===== src/hdl/mem_pkg.sv =====
/* Memory-stage codes shared by execute, the memory stage and the testbench.
   Operation codes, funct3 width and extension fields, and bus op codes. */
package mem_pkg;

  // datapath width of the core
  localparam int XLEN = 64;

  // operation handed over from execute
  typedef enum logic [1:0] {
    MEM_ACTION_NONE  = 2'b00,
    MEM_ACTION_LOAD  = 2'b01,
    MEM_ACTION_STORE = 2'b10
  } mem_action_t;

  // bus op, one bit
  localparam logic REQ_READ  = 1'b0;
  localparam logic REQ_WRITE = 1'b1;

  // funct3 of loads and stores
  typedef logic [2:0] funct3_t;

  // width field, funct3[1:0]
  localparam logic [1:0] F3_BYTE   = 2'b00;
  localparam logic [1:0] F3_HALF   = 2'b01;
  localparam logic [1:0] F3_WORD   = 2'b10;
  localparam logic [1:0] F3_DOUBLE = 2'b11;

  // bit 2 set selects zero extension (lbu, lhu, lwu)
  localparam int F3_UNSIGNED_BIT = 2;

endpackage

===== src/hdl/bus_pkg.sv =====
/* Data bus address map, target sizes and byte-lane helpers.
   Used by the router, both bus targets and the memory stage. */
package bus_pkg;

  localparam int ADDR_W = 64;

  // memory region, 256 MB in the map
  localparam logic [ADDR_W-1:0] RAM_BASE = 64'h0000_0000_8000_0000;
  localparam logic [ADDR_W-1:0] RAM_MASK = 64'h0000_0000_0FFF_FFFF;

  // doublewords actually built, upper address bits wrap
  localparam int RAM_WORDS = 512;
  localparam int RAM_IDX_W = $clog2(RAM_WORDS);

  // device region, 4 KB
  localparam logic [ADDR_W-1:0] DEV_BASE = 64'h0000_0000_2000_0000;
  localparam logic [ADDR_W-1:0] DEV_MASK = 64'h0000_0000_0000_0FFF;
  localparam int DEV_OFS_W = 12;

  // device register offsets
  localparam logic [DEV_OFS_W-1:0] DEV_TIMER_OFS   = 12'h000;
  localparam logic [DEV_OFS_W-1:0] DEV_SCRATCH_OFS = 12'h008;

  // access size as bytes minus one: 0, 1, 3 or 7
  typedef logic [2:0] bytes_t;

  // mask of the low nb+1 bytes of a right-aligned value
  function automatic logic [mem_pkg::XLEN-1:0] width_mask(bytes_t nb);
    return {mem_pkg::XLEN{1'b1}} >> {3'd7 - nb, 3'b000};
  endfunction

  // place right-aligned data into the lanes starting at ofs
  function automatic logic [mem_pkg::XLEN-1:0] lane_merge(
    logic [mem_pkg::XLEN-1:0] old_word,
    logic [mem_pkg::XLEN-1:0] data,
    logic [2:0]               ofs,
    bytes_t                   nb
  );
    logic [mem_pkg::XLEN-1:0] lane_mask;
    lane_mask = width_mask(nb) << {ofs, 3'b000};
    return (old_word & ~lane_mask) | ((data << {ofs, 3'b000}) & lane_mask);
  endfunction

  // pull the addressed lanes back down to bit 0
  function automatic logic [mem_pkg::XLEN-1:0] lane_extract(
    logic [mem_pkg::XLEN-1:0] word,
    logic [2:0]               ofs,
    bytes_t                   nb
  );
    return (word >> {ofs, 3'b000}) & width_mask(nb);
  endfunction

endpackage


===== src/hdl/dbus_if.sv =====
/* Data bus between the memory stage, the router and the targets.
   Level req/ack: req held until ack is sampled, ack high for one cycle. */
interface dbus_if;

  // request side
  logic                        req;
  logic                        op;
  logic [bus_pkg::ADDR_W-1:0]  addr;
  bus_pkg::bytes_t             bytes;
  // right-aligned store data
  logic [mem_pkg::XLEN-1:0]    wdata;

  // response side
  logic                        ack;
  // right-aligned load data
  logic [mem_pkg::XLEN-1:0]    rdata;
  logic                        err;

  modport initiator (
    output req, op, addr, bytes, wdata,
    input  ack, rdata, err
  );

  modport target (
    input  req, op, addr, bytes, wdata,
    output ack, rdata, err
  );

endinterface


===== src/hdl/mem_stage.sv =====
/* Memory-access stage: takes one op from execute, runs one data bus request
   and presents the extended result to writeback until it is acknowledged. */
module mem_stage (
  input  logic                        clk,
  input  logic                        rst,
  input  logic                        i_executed_req,
  input  mem_pkg::mem_action_t        i_memaction,
  input  mem_pkg::funct3_t            i_funct3,
  input  logic [bus_pkg::ADDR_W-1:0]  i_addr,
  input  logic [mem_pkg::XLEN-1:0]    i_wdata,
  input  logic                        i_memoryed_ack,
  output logic                        o_memoryed_req,
  output logic [mem_pkg::XLEN-1:0]    o_rdata,
  output logic                        o_bus_err,
  dbus_if.initiator                   bus
);

  bus_pkg::bytes_t req_bytes;
  logic            wait_ack;
  logic            accept;
  logic            hs;
  // kept from the accepted op for the response
  logic            is_load;
  logic            zero_ext;

  // sign or zero extend from the access width
  function automatic logic [mem_pkg::XLEN-1:0] extend(
    logic [mem_pkg::XLEN-1:0] data,
    bus_pkg::bytes_t          nb,
    logic                     uns
  );
    logic [mem_pkg::XLEN-1:0] mask;
    logic                     sign;
    mask = bus_pkg::width_mask(nb);
    case (nb)
      3'd0:    sign = data[7];
      3'd1:    sign = data[15];
      3'd3:    sign = data[31];
      default: sign = data[63];
    endcase
    if (uns)
      return data & mask;
    return (data & mask) | (~mask & {mem_pkg::XLEN{sign}});
  endfunction

  // funct3 width to bytes minus one
  always_comb begin
    case (i_funct3[1:0])
      mem_pkg::F3_BYTE:   req_bytes = 3'd0;
      mem_pkg::F3_HALF:   req_bytes = 3'd1;
      mem_pkg::F3_WORD:   req_bytes = 3'd3;
      mem_pkg::F3_DOUBLE: req_bytes = 3'd7;
      default:            req_bytes = 3'd0;
    endcase
  end

  // new op only when idle and writeback has taken the last one
  assign accept = i_executed_req & ~o_memoryed_req & ~wait_ack;
  assign hs     = wait_ack & bus.req & bus.ack;

  // control: bus req, wait flag, writeback req
  always_ff @(posedge clk) begin
    if (rst) begin
      bus.req        <= 1'b0;
      wait_ack       <= 1'b0;
      o_memoryed_req <= 1'b0;
    end else if (accept) begin
      if (i_memaction == mem_pkg::MEM_ACTION_NONE) begin
        // nothing to access, straight to writeback
        o_memoryed_req <= 1'b1;
      end else begin
        bus.req  <= 1'b1;
        wait_ack <= 1'b1;
      end
    end else if (hs) begin
      bus.req        <= 1'b0;
      wait_ack       <= 1'b0;
      o_memoryed_req <= 1'b1;
    end else if (i_memoryed_ack) begin
      o_memoryed_req <= 1'b0;
    end
  end

  // request fields and response payload
  always_ff @(posedge clk) begin
    if (accept) begin
      bus.op    <= (i_memaction == mem_pkg::MEM_ACTION_STORE) ?
                   mem_pkg::REQ_WRITE : mem_pkg::REQ_READ;
      bus.addr  <= i_addr;
      bus.bytes <= req_bytes;
      bus.wdata <= i_wdata;
      is_load   <= (i_memaction == mem_pkg::MEM_ACTION_LOAD);
      zero_ext  <= i_funct3[mem_pkg::F3_UNSIGNED_BIT];
      // none op returns clean zero
      o_rdata   <= '0;
      o_bus_err <= 1'b0;
    end else if (hs) begin
      // stores report zero data
      o_rdata   <= is_load ? extend(bus.rdata, bus.bytes, zero_ext) : '0;
      o_bus_err <= bus.err;
    end
  end

endmodule


===== src/flat_wrapper.sv =====
// flat-port wrapper written by rule: the top's interface ports become plain ports
module mem_stage_flat 
  (clk, rst, i_executed_req, i_memaction, i_funct3, i_addr, i_wdata, i_memoryed_ack, o_memoryed_req, o_rdata, o_bus_err, bus_req, bus_op, bus_addr, bus_bytes, bus_wdata, bus_ack, bus_rdata, bus_err);
  dbus_if bus_i ();
  input  logic clk;
  input  logic rst;
  input  logic i_executed_req;
  input  mem_pkg::mem_action_t i_memaction;
  input  mem_pkg::funct3_t i_funct3;
  input  logic [bus_pkg::ADDR_W-1:0] i_addr;
  input  logic [mem_pkg::XLEN-1:0] i_wdata;
  input  logic i_memoryed_ack;
  output logic o_memoryed_req;
  output logic [mem_pkg::XLEN-1:0] o_rdata;
  output logic o_bus_err;
  output wire logic [$bits(bus_i.req)-1:0] bus_req;
  output wire logic [$bits(bus_i.op)-1:0] bus_op;
  output wire logic [$bits(bus_i.addr)-1:0] bus_addr;
  output wire logic [$bits(bus_i.bytes)-1:0] bus_bytes;
  output wire logic [$bits(bus_i.wdata)-1:0] bus_wdata;
  input wire logic [$bits(bus_i.ack)-1:0] bus_ack;
  input wire logic [$bits(bus_i.rdata)-1:0] bus_rdata;
  input wire logic [$bits(bus_i.err)-1:0] bus_err;
  assign bus_req = bus_i.req;
  assign bus_op = bus_i.op;
  assign bus_addr = bus_i.addr;
  assign bus_bytes = bus_i.bytes;
  assign bus_wdata = bus_i.wdata;
  assign bus_i.ack = bus_ack;
  assign bus_i.rdata = bus_rdata;
  assign bus_i.err = bus_err;
  mem_stage u_core (.clk(clk), .rst(rst), .i_executed_req(i_executed_req), .i_memaction(i_memaction), .i_funct3(i_funct3), .i_addr(i_addr), .i_wdata(i_wdata), .i_memoryed_ack(i_memoryed_ack), .o_memoryed_req(o_memoryed_req), .o_rdata(o_rdata), .o_bus_err(o_bus_err), .bus(bus_i));
endmodule

===== config.mk =====
export PLATFORM = sky130hd
export DESIGN_NAME = mem_stage_flat
export DESIGN_NICKNAME = d
export VERILOG_FILES = /design/src/hdl/mem_pkg.sv /design/src/hdl/bus_pkg.sv /design/src/hdl/dbus_if.sv /design/src/hdl/mem_stage.sv /design/src/flat_wrapper.sv
export SDC_FILE = /design/constraint.sdc
export NUM_CORES = 1
export LEC_CHECK = 0
export BUFFER_PORTS_ARGS = -buffer_cell sky130_fd_sc_hd__buf_4
export CAP_MARGIN = 20
export CORE_AREA = 5 5 154 156
export CTS_CLUSTER_SIZE = 28
export DETAILED_ROUTE_END_ITERATION = 8
export DIE_AREA = 0 0 159 161
export GPL_TIMING_DRIVEN = 0
export PLACE_DENSITY = 0.6
export REMOVE_ABC_BUFFERS = 1
export SYNTH_ARGS = -nofsm -noshare
export SYNTH_HDL_FRONTEND = slang
export SYNTH_SLANG_ARGS = --single-unit

===== constraint.sdc =====
create_clock -name clk -period 10.6 [get_ports clk]
set_clock_uncertainty 0.05 [all_clocks]
set_input_delay 2.12 -clock clk [delete_from_list [all_inputs] [get_ports clk]]
set_output_delay 2.12 -clock clk [all_outputs]
set_load 0.01 [all_outputs]

* Word level (Yosys, flattened, before mapping) *
Cells that the tools add are included.

storage, ports and cells
  latch bits = 0
  memory bits (writable) = 0
  flip-flop bits (word level) = 201
  output and inout port bits = 199
  ROM bits = 0
  memories = 0
  word-level logic and storage cells = 55
  input port bits = 203

operators by class
  order comparisons = 0
  multiply operators = 0
  divide/modulo/power cells = 0
  add/subtract/negate cells = 1
  eq/ne operators = 9
  mux-type cells = 18
  shifts and indexed selects = 1
  reduce and logical (&&, ||, !) cells = 7
  bitwise logic cells = 9

operator list
  operator                 count
  $mux W64                 3
  $and A64 B64 Y64         2
  $not A64 Y64             1
  $or A64 B64 Y64          1
  $shr A64 B6 Y64 const A  1
  $mux W1                  13
  $pmux W3 S4              1
  $eq A2 B2 Y1 const B     3
  $eq A2 B1 Y1 const B     2
  $logic_not A2 Y1         2
  $ne A2 B2 Y1 const B     2
  $reduce_and A2 Y1        2
  $and A1 B1 Y1            3
  $eq A3 B1 Y1 const B     1
  $eq A3 B2 Y1 const B     1
  $logic_not A3 Y1         1
  $pmux W1 S3              1
  $reduce_bool A3 Y1       1
  $sub A3 B3 Y3 const A    1
  $not A1 Y1               2
  $reduce_bool A2 Y1       1

* Longest topological paths before layout *
  word-level depth = 8
  mapped depth = 7
  mapped depth without buffers = 4

* Worst setup path after synthesis *
Ideal clock, no wire load.

  kind = input -> register
  start point = input port i_executed_req
  end point = register u_core.o_rdata[12] (netlist bit)
  arrival time = 8.216 ns
  buffers on the path = 2
  stages = 5
  data required time = 10.428 ns
  slack = 2.212 ns
  library setup time = 0.122 ns
  cells stage by stage = nor3b_2 a21oi_1 buf_2 buf_2 a221o_1

on the way
  cells in the longest elaborated chain, start to end = 2

RTL lines
  what                         line               text
  start, declared              flat_wrapper.sv:7  input logic i_executed_req;
  $and A1 B1 Y1 (2 in series)  mem_stage.sv:58    assign accept = i_executed_req & ~o_memoryed_req & ~wait_ack;
  end signal, assigned         mem_stage.sv:99    o_rdata <= is_load ? extend(bus.rdata, bus.bytes, zero_ext) : '0;
  end, declared                mem_stage.sv:13    output logic [mem_pkg::XLEN-1:0] o_rdata,

Every way passes these cells.
A chain may end at the register's enable or synchronous reset.

* Worst setup path in the final report *
  start point = input port i_executed_req
  end point = register u_core.bus.addr[52] (enable)

on the way
  cells in the longest elaborated chain, start to end = 2

RTL lines
  what                         line             text
  $and A1 B1 Y1 (2 in series)  mem_stage.sv:58
  named net u_core.accept      mem_stage.sv:20  logic accept;
  end signal, assigned         mem_stage.sv:89  bus.addr <= i_addr;
  end, declared                dbus_if.sv:20    output req, op, addr, bytes, wdata,

The timed path passes the listed nets, and every way through them passes these cells.

==> out/qor.txt <==
RSZ-0062 raised after global routing - false
Critical-path top delay cell - nor3b_4
Initial Utilization - 0.2923
Crit-path max FO - 20
Post-synthesis register bit count - 201
Port bufs - 401
Most used cell, CP - buf_8
Vias per inst - 4.480
GRT met2 Usage - 0.2937
HP Class - reg2reg
Part of the cycle the worst path needs - 0.3888
Crit end category - register
Syn Area/Cell - 18.88 µm²
Clk slew on worst S/H paths - 60 ps
Post-cts sizing count - 0
Register area share after synthesis - 0.8259
Cell area after layout - 0.01071 mm²
Site Rows - 55
Dominant cells by area after synthesis - edfxtp_1 (62%), dfxtp_1 (21%), a221o_1 (7.4%)
Post-synth top area cell - edfxtp_1
Max-slew violations - 0
Total track usage - 0.1602
H-tree levels - 1
Pwr per Cell Area - 178.9 mW/mm²
EDFF count, synth - 134
Hold worst-path end - u_core.o_bus_err
DR iter-0 viols - 204
Synth warn - 0
Unique masters post-synth - 37
Peak supply drop - 86.86 µV
CTS tree - done
Startpoint Class - input port
Clock root cell - clkbuf_16
Dpl cell area - 0.009985 mm²
Initial antenna violation count - 6
DR WL/cell - 20.72 µm
Max clock buf depth - 3
Detailed Routing Iterations Pass 1 - 4
Final Hold Viols - 0
Die ar. - 0.02560 mm²
Setup Buffers After CTS - 0
Status - finished, final reports clean
Max Fclk - 242.6 MHz
Ports - 402
Worst path required time - 10,750 ps
Worst Max-Slew Pin Slew - 941.2 ps
Grt met1 use - 0.1712
WHS - 415.7 ps
Synth-to-layout area growth - 64.79%
Residual DRC - 0
Routed vias - 4,785
Routed Antenna Nets - 0
Post-cts hold buffer count - 0
CP arrival - 4270 ps
Main synth FF type - edfxtp_1
Num CTS Buffers - 22
Number of max-cap violations - 0
DP HPWL - 17.42 mm
Critical R2R Capture - u_core.bus.addr[52]
Core Region - 0.02223 mm²
GP Congestion - 0.8015
R2R setup slack - 7680 ps
Share of cells above drive strength 1 - 0.5828
Post-synthesis cell count - 344
HP Start - u_core.o_bus_err
Post-synth top cells - edfxtp_1 (134), dfxtp_1 (67), a221o_1 (48), nand2_1 (13)
Worst hold path depth - 2
Drt total wl - 22.13 mm
Worst Reg-to-Reg Cells - 8
Die Span X - 159 µm
Layout net count - 966
Top-count cell post-synth - edfxtp_1
Post-synthesis async set-or-reset flop share - 0
Slew Limit Headroom - 0.3711
Fin crit period - 4121 ps
P_leak - 4.626 nW
Cell Chain, Critical Path - buf_4, nor3b_4, buf_16, buf_8, buf_8, buf_8, buf_8, buf_16, buf_16
Endpoints failing setup - 0
Global-route wire length before repair - 31.68 mm
Clk_lat worst skew - 490 ps
Met3 usage - 0.06150
Max stage delay on crit path - 680 ps
Setup CP Type - in2reg
Launching point of the worst reg2reg path - u_core.bus.req
Mapped cell area - 0.006496 mm²
Number of global-route vias before repair - 4,957
Total gr overflow - 0
Die Span Y - 161 µm
Largest net degree at the start of global routing - 35
Final core utilization - 0.4816
Top cell type's share of synthesized area - 0.6194
Grt peak-use layer - met2
Clock sink total - 201
==> how the worst max path moves through the flow <==
stage          depth (start not counted)                   end           start
2_1_floorplan                          3    u_core.o_rdata[10]  i_executed_req
3_3_place_gp                           4    u_core.o_rdata[27]  i_executed_req
3_5_place_dp                           9   u_core.bus.addr[36]  i_executed_req
4_1_cts                                9  u_core.bus.wdata[14]  i_executed_req
5_1_grt                                9   u_core.bus.addr[10]  i_executed_req
6_report                               9   u_core.bus.addr[52]  i_executed_req
==> per-stage QoR <==
| step | TNS, ps | instances | power [mW] | setup WS, ps |
|---|---|---|---|---|
| finish | 0 | 1068 | 1.916 | 6479 |
| global placement | -648940 | 1014 | 1.174 | -10110 |
| floorplan | -95350 | 328 | 1.014 | -1534 |
| CTS | 0 | 1064 | 1.945 | 6446 |
| global route | 0 | 1067 | 1.998 | 6374 |
| detailed placement | 0 | 1024 | 1.184 | 5922 |
==> placed cells by master, fill, tap and decap left out, drive strengths merged, types with 2 or more instances in the layout <==
| cell type | count |
|---|---|
| a21oi | 8 |
| a221o | 48 |
| a22o | 8 |
| a22oi | 8 |
| and2 | 2 |
| and3 | 3 |
| buf | 411 |
| bufinv | 2 |
| clkbuf | 31 |
| clkinv | 6 |
| dfxtp | 67 |
| diode | 4 |
| edfxtp | 134 |
| nand2 | 13 |
| nand2b | 5 |
| nand3 | 2 |
| nor2 | 4 |
| nor2b | 4 |
| nor3 | 2 |
| nor3b | 3 |
| o21ai | 3 |
| or2 | 3 |
==> state kept, by name (all words and copies together), names as in the netlist <==
name                   count
u_core.is_load             1
u_core.o_rdata            64
u_core.bus.op              1
u_core.o_memoryed_req      1
u_core.zero_ext            1
u_core.bus.addr           64
u_core.bus.bytes           3
u_core.bus.wdata          64
u_core.bus.req             1
u_core.o_bus_err           1
==> routing by layer <==
metal / share of wire / vias to the layer above
met5: 0.0014 / -
met2: 0.53 / 223
met3: 0.093 / 37
met1: 0.36 / 2282
met4: 0.022 / 4
li1: - / 2239
==> critical path, delay by kind of cell <==
family | cells | cell delay, ps
buf+inv | 8 | 1430
simple gates | 1 | 680
==> final cells by class <==
class	count	area (µm²)
Clock inverter	9	95.09
Multi-Input combinational cell	127	1057
Timing Repair Buffer	411	3206
Clock buffer	31	615.6
Tap cell	285	356.6
Sequential cell	201	5365
Antenna cell	4	10.01
Fill cell	1982	11520
==> power by group <==
part | total [mW] | internal, mW | leakage (nW) | switching [mW]
Combinational | 0.242 | 0.134 | 2.46 | 0.108
Clock | 0.751 | 0.454 | 0.348 | 0.298
Sequential | 0.922 | 0.900 | 1.82 | 0.0219
==> kinds of logic after synthesis <==
| kind of cell | after synthesis | share of synthesized area |
|---|---|---|
| flip-flops | 201 | 0.8259 |
| buffers and inverters | 16 | 0.01406 |
| AND/OR/NAND/NOR | 47 | 0.04700 |
| multiplexers | 1 | 0.001733 |
| AO/OA/AOI/OAI | 79 | 0.1113 |
Note: power is estimated with default switching activity, not from simulation.
