[config.mk]
export PLATFORM = sky130hd
export DESIGN_NAME = dev_regs_flat
export DESIGN_NICKNAME = d
export VERILOG_FILES = /design/src/hdl/mem_pkg.sv /design/src/hdl/bus_pkg.sv /design/src/hdl/dbus_if.sv /design/src/hdl/dev_regs.sv /design/src/flat_wrapper.sv
export SDC_FILE = /design/constraint.sdc
export NUM_CORES = 1
export LEC_CHECK = 0
export ABC_AREA = 1
export BUFFER_PORTS_ARGS = -buffer_cell sky130_fd_sc_hd__buf_2
export CAP_MARGIN = 20
export CELL_PAD_IN_SITES_DETAIL_PLACEMENT = 1
export CELL_PAD_IN_SITES_GLOBAL_PLACEMENT = 1
export CORE_MARGIN = 2
export CORE_UTILIZATION = 35
export DETAILED_ROUTE_END_ITERATION = 10
export PLACE_DENSITY_LB_ADDON = 0.1
export SYNTH_ARGS = -nofsm -noshare
export SYNTH_HDL_FRONTEND = slang
export SYNTH_SLANG_ARGS = --single-unit
[constraint.sdc]
create_clock -name clk -period 4.3 [get_ports clk]
set_input_delay 0.43 -clock clk [delete_from_list [all_inputs] [get_ports clk]]
set_output_delay 0.43 -clock clk [all_outputs]
set_load 0.1 [all_outputs]
[src/hdl/mem_pkg.sv]
/* Memory-stage codes shared by execute, the memory stage and the testbench.
   Operation codes, funct3 width and extension fields, and bus op codes. */
package mem_pkg;

  // datapath width of the core
  localparam int XLEN = 64;

  // operation handed over from execute
  typedef enum logic [1:0] {
    MEM_ACTION_NONE  = 2'b00,
    MEM_ACTION_LOAD  = 2'b01,
    MEM_ACTION_STORE = 2'b10
  } mem_action_t;

  // bus op, one bit
  localparam logic REQ_READ  = 1'b0;
  localparam logic REQ_WRITE = 1'b1;

  // funct3 of loads and stores
  typedef logic [2:0] funct3_t;

  // width field, funct3[1:0]
  localparam logic [1:0] F3_BYTE   = 2'b00;
  localparam logic [1:0] F3_HALF   = 2'b01;
  localparam logic [1:0] F3_WORD   = 2'b10;
  localparam logic [1:0] F3_DOUBLE = 2'b11;

  // bit 2 set selects zero extension (lbu, lhu, lwu)
  localparam int F3_UNSIGNED_BIT = 2;

endpackage
[src/hdl/bus_pkg.sv]
/* Data bus address map, target sizes and byte-lane helpers.
   Used by the router, both bus targets and the memory stage. */
package bus_pkg;

  localparam int ADDR_W = 64;

  // memory region, 256 MB in the map
  localparam logic [ADDR_W-1:0] RAM_BASE = 64'h0000_0000_8000_0000;
  localparam logic [ADDR_W-1:0] RAM_MASK = 64'h0000_0000_0FFF_FFFF;

  // doublewords actually built, upper address bits wrap
  localparam int RAM_WORDS = 512;
  localparam int RAM_IDX_W = $clog2(RAM_WORDS);

  // device region, 4 KB
  localparam logic [ADDR_W-1:0] DEV_BASE = 64'h0000_0000_2000_0000;
  localparam logic [ADDR_W-1:0] DEV_MASK = 64'h0000_0000_0000_0FFF;
  localparam int DEV_OFS_W = 12;

  // device register offsets
  localparam logic [DEV_OFS_W-1:0] DEV_TIMER_OFS   = 12'h000;
  localparam logic [DEV_OFS_W-1:0] DEV_SCRATCH_OFS = 12'h008;

  // access size as bytes minus one: 0, 1, 3 or 7
  typedef logic [2:0] bytes_t;

  // mask of the low nb+1 bytes of a right-aligned value
  function automatic logic [mem_pkg::XLEN-1:0] width_mask(bytes_t nb);
    return {mem_pkg::XLEN{1'b1}} >> {3'd7 - nb, 3'b000};
  endfunction

  // place right-aligned data into the lanes starting at ofs
  function automatic logic [mem_pkg::XLEN-1:0] lane_merge(
    logic [mem_pkg::XLEN-1:0] old_word,
    logic [mem_pkg::XLEN-1:0] data,
    logic [2:0]               ofs,
    bytes_t                   nb
  );
    logic [mem_pkg::XLEN-1:0] lane_mask;
    lane_mask = width_mask(nb) << {ofs, 3'b000};
    return (old_word & ~lane_mask) | ((data << {ofs, 3'b000}) & lane_mask);
  endfunction

  // pull the addressed lanes back down to bit 0
  function automatic logic [mem_pkg::XLEN-1:0] lane_extract(
    logic [mem_pkg::XLEN-1:0] word,
    logic [2:0]               ofs,
    bytes_t                   nb
  );
    return (word >> {ofs, 3'b000}) & width_mask(nb);
  endfunction

endpackage

[src/hdl/dbus_if.sv]
/* Data bus between the memory stage, the router and the targets.
   Level req/ack: req held until ack is sampled, ack high for one cycle. */
interface dbus_if;

  // request side
  logic                        req;
  logic                        op;
  logic [bus_pkg::ADDR_W-1:0]  addr;
  bus_pkg::bytes_t             bytes;
  // right-aligned store data
  logic [mem_pkg::XLEN-1:0]    wdata;

  // response side
  logic                        ack;
  // right-aligned load data
  logic [mem_pkg::XLEN-1:0]    rdata;
  logic                        err;

  modport initiator (
    output req, op, addr, bytes, wdata,
    input  ack, rdata, err
  );

  modport target (
    input  req, op, addr, bytes, wdata,
    output ack, rdata, err
  );

endinterface

[src/hdl/dev_regs.sv]
/* Device register target: free-running cycle timer and a scratch register.
   Acks two cycles after req; data is sampled on the first cycle. */
module dev_regs (
  input  logic   clk,
  input  logic   rst,
  dbus_if.target bus
);

  logic [mem_pkg::XLEN-1:0] timer;
  logic [mem_pkg::XLEN-1:0] scratch;
  logic                     pend;
  logic                     take;
  logic                     hit_timer;
  logic                     hit_scratch;
  logic [2:0]               ofs;

  // decode on doubleword offset, low bits pick the lane
  assign hit_timer   = bus.addr[bus_pkg::DEV_OFS_W-1:3] ==
                       bus_pkg::DEV_TIMER_OFS[bus_pkg::DEV_OFS_W-1:3];
  assign hit_scratch = bus.addr[bus_pkg::DEV_OFS_W-1:3] ==
                       bus_pkg::DEV_SCRATCH_OFS[bus_pkg::DEV_OFS_W-1:3];
  assign ofs         = bus.addr[2:0];

  // new request, neither stage busy
  assign take = bus.req & ~pend & ~bus.ack;

  // control and registers
  always_ff @(posedge clk) begin
    if (rst) begin
      timer   <= '0;
      scratch <= '0;
      pend    <= 1'b0;
      bus.ack <= 1'b0;
    end else begin
      timer   <= timer + 1'b1;
      // two-stage pending gives ack at req + 2
      pend    <= take;
      bus.ack <= pend;
      // timer is read only
      if (take && bus.op == mem_pkg::REQ_WRITE && hit_scratch) begin
        scratch <= bus_pkg::lane_merge(scratch, bus.wdata, ofs, bus.bytes);
      end
    end
  end

  // read data captured on the first stage, held through ack
  always_ff @(posedge clk) begin
    if (take) begin
      if (bus.op == mem_pkg::REQ_WRITE) begin
        bus.rdata <= '0;
      end else if (hit_timer) begin
        bus.rdata <= bus_pkg::lane_extract(timer, ofs, bus.bytes);
      end else if (hit_scratch) begin
        bus.rdata <= bus_pkg::lane_extract(scratch, ofs, bus.bytes);
      end else begin
        // unknown offset
        bus.rdata <= '0;
      end
    end
  end

  assign bus.err = 1'b0;

endmodule

[src/flat_wrapper.sv]
// flat-port wrapper written by rule: the top's interface ports become plain ports
module dev_regs_flat 
  (clk, rst, bus_req, bus_op, bus_addr, bus_bytes, bus_wdata, bus_ack, bus_rdata, bus_err);
  dbus_if bus_i ();
  input  logic clk;
  input  logic rst;
  input wire logic [$bits(bus_i.req)-1:0] bus_req;
  input wire logic [$bits(bus_i.op)-1:0] bus_op;
  input wire logic [$bits(bus_i.addr)-1:0] bus_addr;
  input wire logic [$bits(bus_i.bytes)-1:0] bus_bytes;
  input wire logic [$bits(bus_i.wdata)-1:0] bus_wdata;
  output wire logic [$bits(bus_i.ack)-1:0] bus_ack;
  output wire logic [$bits(bus_i.rdata)-1:0] bus_rdata;
  output wire logic [$bits(bus_i.err)-1:0] bus_err;
  assign bus_i.req = bus_req;
  assign bus_i.op = bus_op;
  assign bus_i.addr = bus_addr;
  assign bus_i.bytes = bus_bytes;
  assign bus_i.wdata = bus_wdata;
  assign bus_ack = bus_i.ack;
  assign bus_rdata = bus_i.rdata;
  assign bus_err = bus_i.err;
  dev_regs u_core (.clk(clk), .rst(rst), .bus(bus_i));
endmodule
### Yosys cells after proc, flatten, opt, wreduce, memory -nomap -nowiden

Cells that the tools add are included.

* bits in registers: 194
* input port bits: 135
* word-level logic and storage cells: 28

* add/subtract/negate cells: 2
* equality and inequality tests: 1
* shift operators: 5
* mux-type cells: 2
* bitwise gates (word level): 10
* reduce and logical (&&, ||, !) cells: 3

Operators by type and width (number)
* $and 64x64->64: 4
* $mux 64: 2
* $shl 64x6->64: 2
* $shr 64x6->64: 2
* $add 64x1->64 const B: 1
* $not 64->64: 1
* $or 64x64->64: 1
* $shr 64x6->64 const A: 1
* $eq 9x1->1 const B: 1
* $logic_not 9->1: 1
* $sub 3x3->3 const A: 1
* $and 1x1->1: 2
* $logic_and 1x1->1: 2
* $not 1->1: 2

### Depth between registers and ports, before layout

Gate-level depths: netlist of run 1.

* depth after elaboration: 6
* gate-level depth with buffers: 12
* mapped depth without buffers: 10

### Worst setup path before layout of run 1

Ideal clock, no wire load.

* kind: register -> register
* start point: register u_core.bus.ack
* end point: register with a tool-made name
* library setup time: 116 ps
* data arrival time: 3363 ps
* slack: 821 ps
* cell stages (with the launch flop): 10
* cell sequence: dfxtp_1 > nor2_1 > nand2_1 > inv_1 > nand2_1 > nor2_8 > nand3_4 > buf_6 > o21ai_0 > nor2_1

RTL lines
* from (decl): line dbus_if.sv:26 `output ack, rdata, err`
* from (signal assigned): line dev_regs.sv:38 `bus.ack <= pend;`

==> impl_metrics.toml, run 1 <==
[run_status]
status = "finished clean"

[global_routing]
grt_pass1_wl_mm = 98.0
antenna_found_initial = 1
overflow = 0
grt_start_max_net_pins = 91
grt_use_total = 0.310
grt_pass1_vias = 16200

[finish]
mostFrequentLayoutCells = "nand2_1 (836), nand3_1 (308), nor2_1 (302)"
fillers = 5450
layout_commonest_cell = "nand2_1"
nNetsFinal = 2575
final_layout_size_suffix_gt1_frac = 0.0954
postLayoutCoreUtil = 0.397
synthToLayoutAreaGrowth_pct = 11.7

[floorplanning]
die_h_um = 205
io_pins = 201
die-area_um2 = 42100
initial_core_util = 0.355
die_w_um = 205
rows = 73
core-area_um2 = 39800

[drt]
via_count = 16500
drc = 0
ant_nets = 0
viasPerCell = 5.53
drtIter0Drc = 1347
wire_per_inst_um = 21.7
firstDrtPassIters = 7
wl_mm = 64.5

[power_and_ir_drop]
pwr-share-comb = 0.188
switching_power_uw = 1500
internal_power_uw = 3250
sw_frac_of_total = 0.317
seq_power_share = 0.408
power_density_nw_per_um2 = 301
leakage_uw = 0.00623
ir_worst_vdd_mv = 0.287
clkPwrFrac = 0.404

[critical_path]
end_kind = "register"
crit_type = "reg -> reg"
cp_max_fo = 65
critPathSlowestCell = "buf_4"
r2r-start = "u_core.bus.ack$_SDFF_PP0_"
critPathLaunchType = "register"
cpMostUsedCell = "nor2_1"
crit_arrival_ps = 2880
cp_cell_sequence = "nor2_1, nand2_1, inv_2, buf_4, nand4_1, inv_1, nand3_1, nor2_1, nor2_1"
worstSetupStartpoint = "u_core.bus.ack$_SDFF_PP0_"
worstPathRequired_ps = 4670
critPathMaxStageDelay_ps = 620

[clock_network]
ctsHoldBuffers = 0
cts_resized = 0
post_cts_buffers = 0
cts_max_path_buffers = 2
clk_latency_ps = 480
clk_pin_slew_worst_paths_ps = 70
clockRootBuffer = "clkbuf_16"
cts_tree = "built"
cts_sinks = 194
cts_made_buffers = 17
htreeDepth = 4

[synth]
synthArstFlopShare = 0
synth_cell_types = 41
syn_inst = 2384
synth_edf_count = 64
syn-cell-area_um2 = 14200
synthesis.nets = 2520
ys_seq_area_frac = 0.320
syn_avg_cell_area_um2 = 5.94
yosysWarnings = 0
synth-seq-cells = 194
yosys_most_used_dff = "dfxtp_1"

[timing]
max_freq_mhz = 398
rsz0062_at_grt = "no"
period_minus_slack_ps = 2510
relSlewSlack = 0.374
tightest_slew_ps = 929
hold_violations = 0
finClkSkew_ps = 15.7
fin_crit_sh = 0.584
setup_viol = 0
maxSlewViolCount = 0
fin_tns_setup_ps = 0

[placed_design]
gp_congestion = 0.909
numPortBuffers = 147
dpl.hpwl_mm = 49.7

[flow_run]
cap_viol_max_count = 0

[hold_path]
hp-start = "bus_wdata[1]"
hp-class = "in -> reg"
-- cells by family after synthesis --
| kind of cell | Yosys count | share of synthesized area |
|---|---|---|
| flops | 194 | 0.320 |
| xor+xnor | 11 | 0.00681 |
| other cells | 1 | 0.000265 |
| fa+ha+maj | 1 | 0.000884 |
| buf+inv | 294 | 0.0888 |
| simple gates | 1534 | 0.453 |
| compound gates | 349 | 0.130 |
-- power groups by stage --
stage | logic [µW] | registers, µW | clock network, µW
finish | 893 | 1940 | 1920
global route | 955 | 1940 | 2010
CTS | 883 | 1940 | 1950
detailed placement | 881 | 1980 | 0
global placement | 874 | 1980 | 0
floorplan | 389 | 2220 | 0
-- final timing paths --
kind	end	slack, ps	cells past startpoint
worst max-delay path	register	1790	9
worst min-delay path	register	300	3
worst max register to register	register	1790	9
worst min register to register	u_core.bus.ack$_SDFF_PP0_	440	2
-- routing by layer --
layer | global-route usage | vias to the layer above | wire, µm
met3 | 0.0425 | 91 | 3700
met1 | 0.430 | 7920 | 29900
met4 | 0.110 | 2 | 1970
met5 | 0 | - | 11
li1 | - | 7905 | -
met2 | 0.492 | 537 | 28900
-- per-stage QoR --
stage | setup slack (ps) | total power, µW | hold slack (ps) | cell area (µm²) | std cells
floorplan | 821 | 2600 | 410 | 14200 | 2384
global placement | 1460 | 2860 | 422 | 15100 | 2945
detailed placement | 1430 | 2860 | 438 | 15100 | 2945
CTS | 1750 | 4770 | 261 | 15800 | 2977
global route | 1580 | 4910 | 289 | 15800 | 2978
finish | 1790 | 4750 | 297 | 15800 | 2978
-- worst max-delay path, delay by kind of cell, from the launching register on --
kind | cells | cell delay [ps]
buf+inv | 3 | 900
flops | 1 | 310
simple gates | 6 | 1180
-- synthesized netlist by cell type, types with 2 or more instances --
cell type	instances	share of area
inv_1	151	0.040
inv_2	8	0.0021
nor2_4	6	0.0048
nand2_2	5	0.0022
a22oi_1	5	0.0027
buf_1	15	0.0040
nor2_1	303	0.080
o31ai_1	2	0.0011
nand2_1	836	0.22
dfxtp_1	130	0.18
o211ai_1	25	0.013
buf_4	8	0.0042
edfxtp_1	64	0.14
nand3_2	2	0.0014
and2_1	5	0.0022
buf_2	73	0.026
clkbuf_1	32	0.0085
nor3_1	9	0.0032
o21ai_0	155	0.055
nand4_1	46	0.020
a21oi_1	158	0.056
buf_6	4	0.0032
xor2_1	10	0.0062
nor2_2	8	0.0035
nand3_1	308	0.11
-- area by class of cell --
cell class,count,area (µm²),area share
Clock buffer,18,429,0.0272
Tap cell,525,657,0.0416
Inverter,161,612,0.0387
Antenna cell,1,2.50,0.000158
Clock inverter,14,258,0.0163
Sequential cell,194,4520,0.286
Timing Repair Buffer,169,947,0.0599
Multi-Input combinational cell,1896,8380,0.530
No activity file was read; power rests on OpenSTA's default activity.
==> inputs of run 2 (changes only) <==
Clock period 4.3 ns to 2.62 ns, I/O delays scaled along.
==> run 2 against run 1 <==
Maximum frequency is 17% higher. Sequential share of layout area decreased by 0.26 points. Highest routed layer unchanged. Sequential power increased by 64%. Core utilization is 0.39 points higher. Sequential cell count unchanged. Final cell count increased by 0.71%. Worst setup slack worse by 1300 ps. Clock-buffer cell count increased by 2.
==> impl_metrics.toml, run 2 (same netlist as run 1, synthesis figures left out) <==
[critical_path]
regToRegSetupSlack_ps = 480
r2r-start = "u_core.timer[0]$_SDFF_PP0_"
worstRegToRegCells = 10
critPathLaunchType = "register"
reg2reg_to = "u_core.timer[56]$_SDFF_PP0_"
crit_type = "reg -> reg"
crit_arrival_ps = 2520
critPathMaxStageDelay_ps = 500
cp_max_fo = 8
crit_end = "u_core.timer[56]$_SDFF_PP0_"
worstSetupStartpoint = "u_core.timer[0]$_SDFF_PP0_"
end_kind = "register"
critPathSlowestCell = "dfxtp_1"
cp_cell_sequence = "ha_1, nand2_1, nor2_4, nand2_2, nor2_4, nand2_2, nor2_2, nand3_1, nand2_1, nor2_1"
worstPathRequired_ps = 2990

[timing]
tightest_slew_ps = 851
max_freq_mhz = 466
rsz0062_at_grt = "no"
setup_viol = 0
layout_setup_ws_ps = 476
finClkSkew_ps = 17.7
fin_crit_sh = 0.818
hold_violations = 0
fin_tns_setup_ps = 0
period_minus_slack_ps = 2140
maxSlewViolCount = 0
relSlewSlack = 0.433

[drt]
drtIter0Drc = 1350
viasPerCell = 5.54
firstDrtPassIters = 5
wire_per_inst_um = 21.5
ant_nets = 0
drc = 0
wl_mm = 64.4
via_count = 16600

[global_routing]
grt_use_total = 0.310
antenna_found_initial = 1
grt_pass1_vias = 16300
grt_pass1_wl_mm = 98.6
overflow = 0
grt_start_max_net_pins = 85

[flow_run]
cap_viol_max_count = 0

[finish]
fillers = 5489
synthToLayoutAreaGrowth_pct = 12.8
nNetsFinal = 2597
seq_area_um2 = 4530
layout_commonest_cell = "nand2_1"
n_antenna_cell = 0
mostFrequentLayoutCells = "nand2_1 (835), nand3_1 (308), nor2_1 (302)"
final_layout_size_suffix_gt1_frac = 0.105
multiInputGateArea_um2 = 8380
stdcell_area_um2 = 16000

[clock_network]
clk_latency_ps = 480
cts_resized = 0
cts_tree = "built"
clk_pin_slew_worst_paths_ps = 80
cts_sinks = 194
cts_made_buffers = 17
ctsHoldBuffers = 0
clockRootBuffer = "clkbuf_16"
cts_max_path_buffers = 2
htreeDepth = 4
post_cts_buffers = 0

[placed_design]
dpl.hpwl_mm = 50.6
gp_congestion = 0.932
place_ws_ps = 416
placed_area_um2 = 15400
numPortBuffers = 147

[floorplanning]
die_h_um = 205
initial_core_util = 0.355
die_w_um = 205
die-area_um2 = 42100
io_pins = 201
core-area_um2 = 39800
rows = 73

[power_and_ir_drop]
power_density_nw_per_um2 = 458
ir_worst_vdd_mv = 0.341
leakage_uw = 0.00632

[hold_path]
hp-start = "bus_wdata[5]"
hp-class = "in -> reg"

[run_status]
status = "finished clean"
## run 2: layout make-up
cell class,instances,share of cell area
clock buffers,20,0.0287
well taps,525,0.0412
clock inverters,12,0.00596
inverters,161,0.0386
repair buffers,191,0.0767
flip-flops and latches,194,0.284
multi-input cells,1896,0.525
## run 2: critical path, delay by kind of cell (launching register included)
family,cells,cell delay (ps)
AND/OR/NAND/NOR,9,1260
adder cells (fa/ha/maj),1,270
flip-flops,1,500
## run 2: metal layers
layer,vias to the layer above,share of wire,global-route usage
li1,7953,-,-
met1,8028,0.48,0.446
met2,553,0.43,0.476
met3,80,0.061,0.0377
met4,2,0.029,0.106
met5,-,0.00028,0
## run 2: worst min-delay path by stage
stage,depth (start not counted),end,slack (ps)
after floorplan,2,u_core.bus.ack$_SDFF_PP0_,400
final,3,register,110
after detailed placement,2,u_core.bus.ack$_SDFF_PP0_,410
after CTS,3,register,100
after global placement,2,u_core.bus.ack$_SDFF_PP0_,420
after global routing,3,register,150
## run 2: report_power, final
part / switching [µW] / internal [µW]
sequential: 21.5 / 3160
clock: 1340 / 1290
combinational: 1170 / 314
total: 2540 / 4770
## run 2: through the flow
stage / hold WS, ps / util / power (µW) / instances
detailed placement: 415 / 0.387 / 4720 / 2967
finish: 115 / 0.401 / 7310 / 2999
global route: 147 / 0.401 / 7530 / 2999
global placement: 421 / 0.387 / 4700 / 2967
CTS: 95.3 / 0.401 / 7310 / 2999
floorplan: 400 / - / 4280 / 2384
==> inputs of run 3 (changes only) <==
Clock period 2.62 ns to 1.78 ns, I/O delays scaled along.
==> run 3 against run 2 <==
Final cell count up 6.3%. Via count up 4.7%. Critical endpoint is now u_core.bus.rdata[17]$_SDFFCE_PP0N_. Sequential share of layout area down 2.9 points. Wire length up 7.0%. Critical path depth down 3. Die area unchanged. Highest routed layer unchanged. Largest cell class unchanged.
==> impl_metrics.toml, run 3 (same netlist as run 1, synthesis figures left out) <==
[run_status]
status = "finished clean"

[floorplanning]
die_w_um = 205
die_h_um = 205
initial_core_util = 0.355
io_pins = 201
core-area_um2 = 39800
die-area_um2 = 42100
rows = 73

[timing]
finClkSkew_ps = 16.5
setup_viol = 0
fin_tns_setup_ps = 0
hold_violations = 0
tightest_slew_ps = 725
maxSlewViolCount = 0
fin_crit_sh = 0.969
period_minus_slack_ps = 1720
relSlewSlack = 0.512
max_freq_mhz = 580
rsz0062_at_grt = "yes"

[drt]
wl_mm = 68.9
ant_nets = 0
viasPerCell = 5.46
drc = 0
wire_per_inst_um = 21.6
via_count = 17400
firstDrtPassIters = 5
drtIter0Drc = 1386

[power_and_ir_drop]
ir_worst_vdd_mv = 0.683
seq_power_share = 0.420
leakage_uw = 0.00737
pwr-share-comb = 0.222
switching_power_uw = 3870
power_density_nw_per_um2 = 624
clkPwrFrac = 0.358
internal_power_uw = 7280
sw_frac_of_total = 0.347

[global_routing]
overflow = 0
grt_pass1_vias = 17000
grt_use_total = 0.331
grt_start_max_net_pins = 71
antenna_found_initial = 1
grt_pass1_wl_mm = 103

[placed_design]
gp_congestion = 0.966
numPortBuffers = 147
place_inst = 3145
dpl.hpwl_mm = 55.5

[critical_path]
cp_top_family = "compound AO/OA/AOI/OAI gates"
end_kind = "register"
critPathLaunchType = "register"
cp_max_fo = 3
crit_type = "reg -> reg"
worstPathRequired_ps = 2140
cpMostUsedCell = "nand2_1"
critPathSlowestCell = "o21ai_0"
critPathMaxStageDelay_ps = 580
crit_arrival_ps = 2090
cp.buffers_inverters = 2
cp_cell_sequence = "inv_1, o21ai_0, buf_4, nand3_1, nand2_1, nand2_1, a21oi_1"

[finish]
fillers = 5464
synthToLayoutAreaGrowth_pct = 26.2
postLayoutCoreUtil = 0.449
mostFrequentLayoutCells = "nand2_1 (823), nand3_1 (305), nor2_1 (280)"
n_antenna_cell = 0
layout_commonest_cell = "nand2_1"
final_layout_size_suffix_gt1_frac = 0.189
nNetsFinal = 2785
fin_cells = 3187

[clock_network]
htreeDepth = 4
cts_sinks = 194
cts_max_path_buffers = 2
clockRootBuffer = "clkbuf_16"
cts_tree = "built"
cts_made_buffers = 17
clk_latency_ps = 510
clk_pin_slew_worst_paths_ps = 80

[flow_run]
cap_viol_max_count = 0

[hold_path]
hp-class = "in -> reg"
-- run 3: path summary, 6_finish.rpt --
check	from	end	slack (ps)	depth (start not counted)
worst min register to register	u_core.pend$_SDFF_PP0_	u_core.bus.ack$_SDFF_PP0_	430	2
worst min-delay path	bus_wdata[2]	register	110	5
worst max-delay path	register	u_core.bus.rdata[17]$_SDFFCE_PP0N_	60	7
worst max register to register	register	u_core.bus.rdata[17]$_SDFFCE_PP0N_	60	7
-- run 3: worst register-to-register path, stage by stage, from the launching register on --
cell	delay, ps
dfxtp_1	320
inv_1	70
o21ai_0	580
buf_4	230
nand3_1	100
nand2_1	90
nand2_1	60
a21oi_1	140
-- run 3: cell type report --
| cell class | count | area [µm²] | share of cell area |
|---|---|---|---|
| sequential | 194 | 4540 | 0.254 |
| tap | 525 | 657 | 0.0368 |
| inverter | 161 | 618 | 0.0346 |
| timing repair buffer | 378 | 2900 | 0.162 |
| multi-input combinational | 1897 | 8570 | 0.480 |
| clock inverter | 15 | 146 | 0.00820 |
| clock buffer | 17 | 425 | 0.0238 |
-- run 3: power by group through the flow --
stage	clock network (µW)	registers [µW]	logic [µW]
6_report	3990	4680	2480
5_1_grt	4260	4690	2640
4_1_cts	4100	4680	2440
3_5_place_dp	0	4780	2430
3_3_place_gp	0	4780	2400
2_1_floorplan	0	5350	949
-- run 3: routing by layer --
metal | track usage | share of wire | up-vias
met5 | 0 | 0.00022 | -
met4 | 0.109 | 0.029 | 2
met3 | 0.0568 | 0.063 | 88
met2 | 0.517 | 0.44 | 566
met1 | 0.460 | 0.46 | 8409
li1 | - | - | 8332
-- run 3: metrics by stage --
stage          instance area [µm²]  total power [µW]  hold WS, ps  setup WS [ps]
2_1_floorplan                14200              6300          349           -676
3_3_place_gp                 17000              7180          406          -51.9
3_5_place_dp                 17000              7210          422          -76.0
4_1_cts                      17600             11200         74.0           3.30
5_1_grt                      17900             11600          117          -44.3
6_report                     17900             11100          109           55.6
-- run 3: repair_timing --
action                     4_1_cts  5_1_grt
setup endpoints to repair        4       53
gates resized for setup          5       60
pin swaps                        0        6
hold buffers                     3        0
hold endpoints to repair         3        0
setup buffers                    0        4
cloned                           0        3
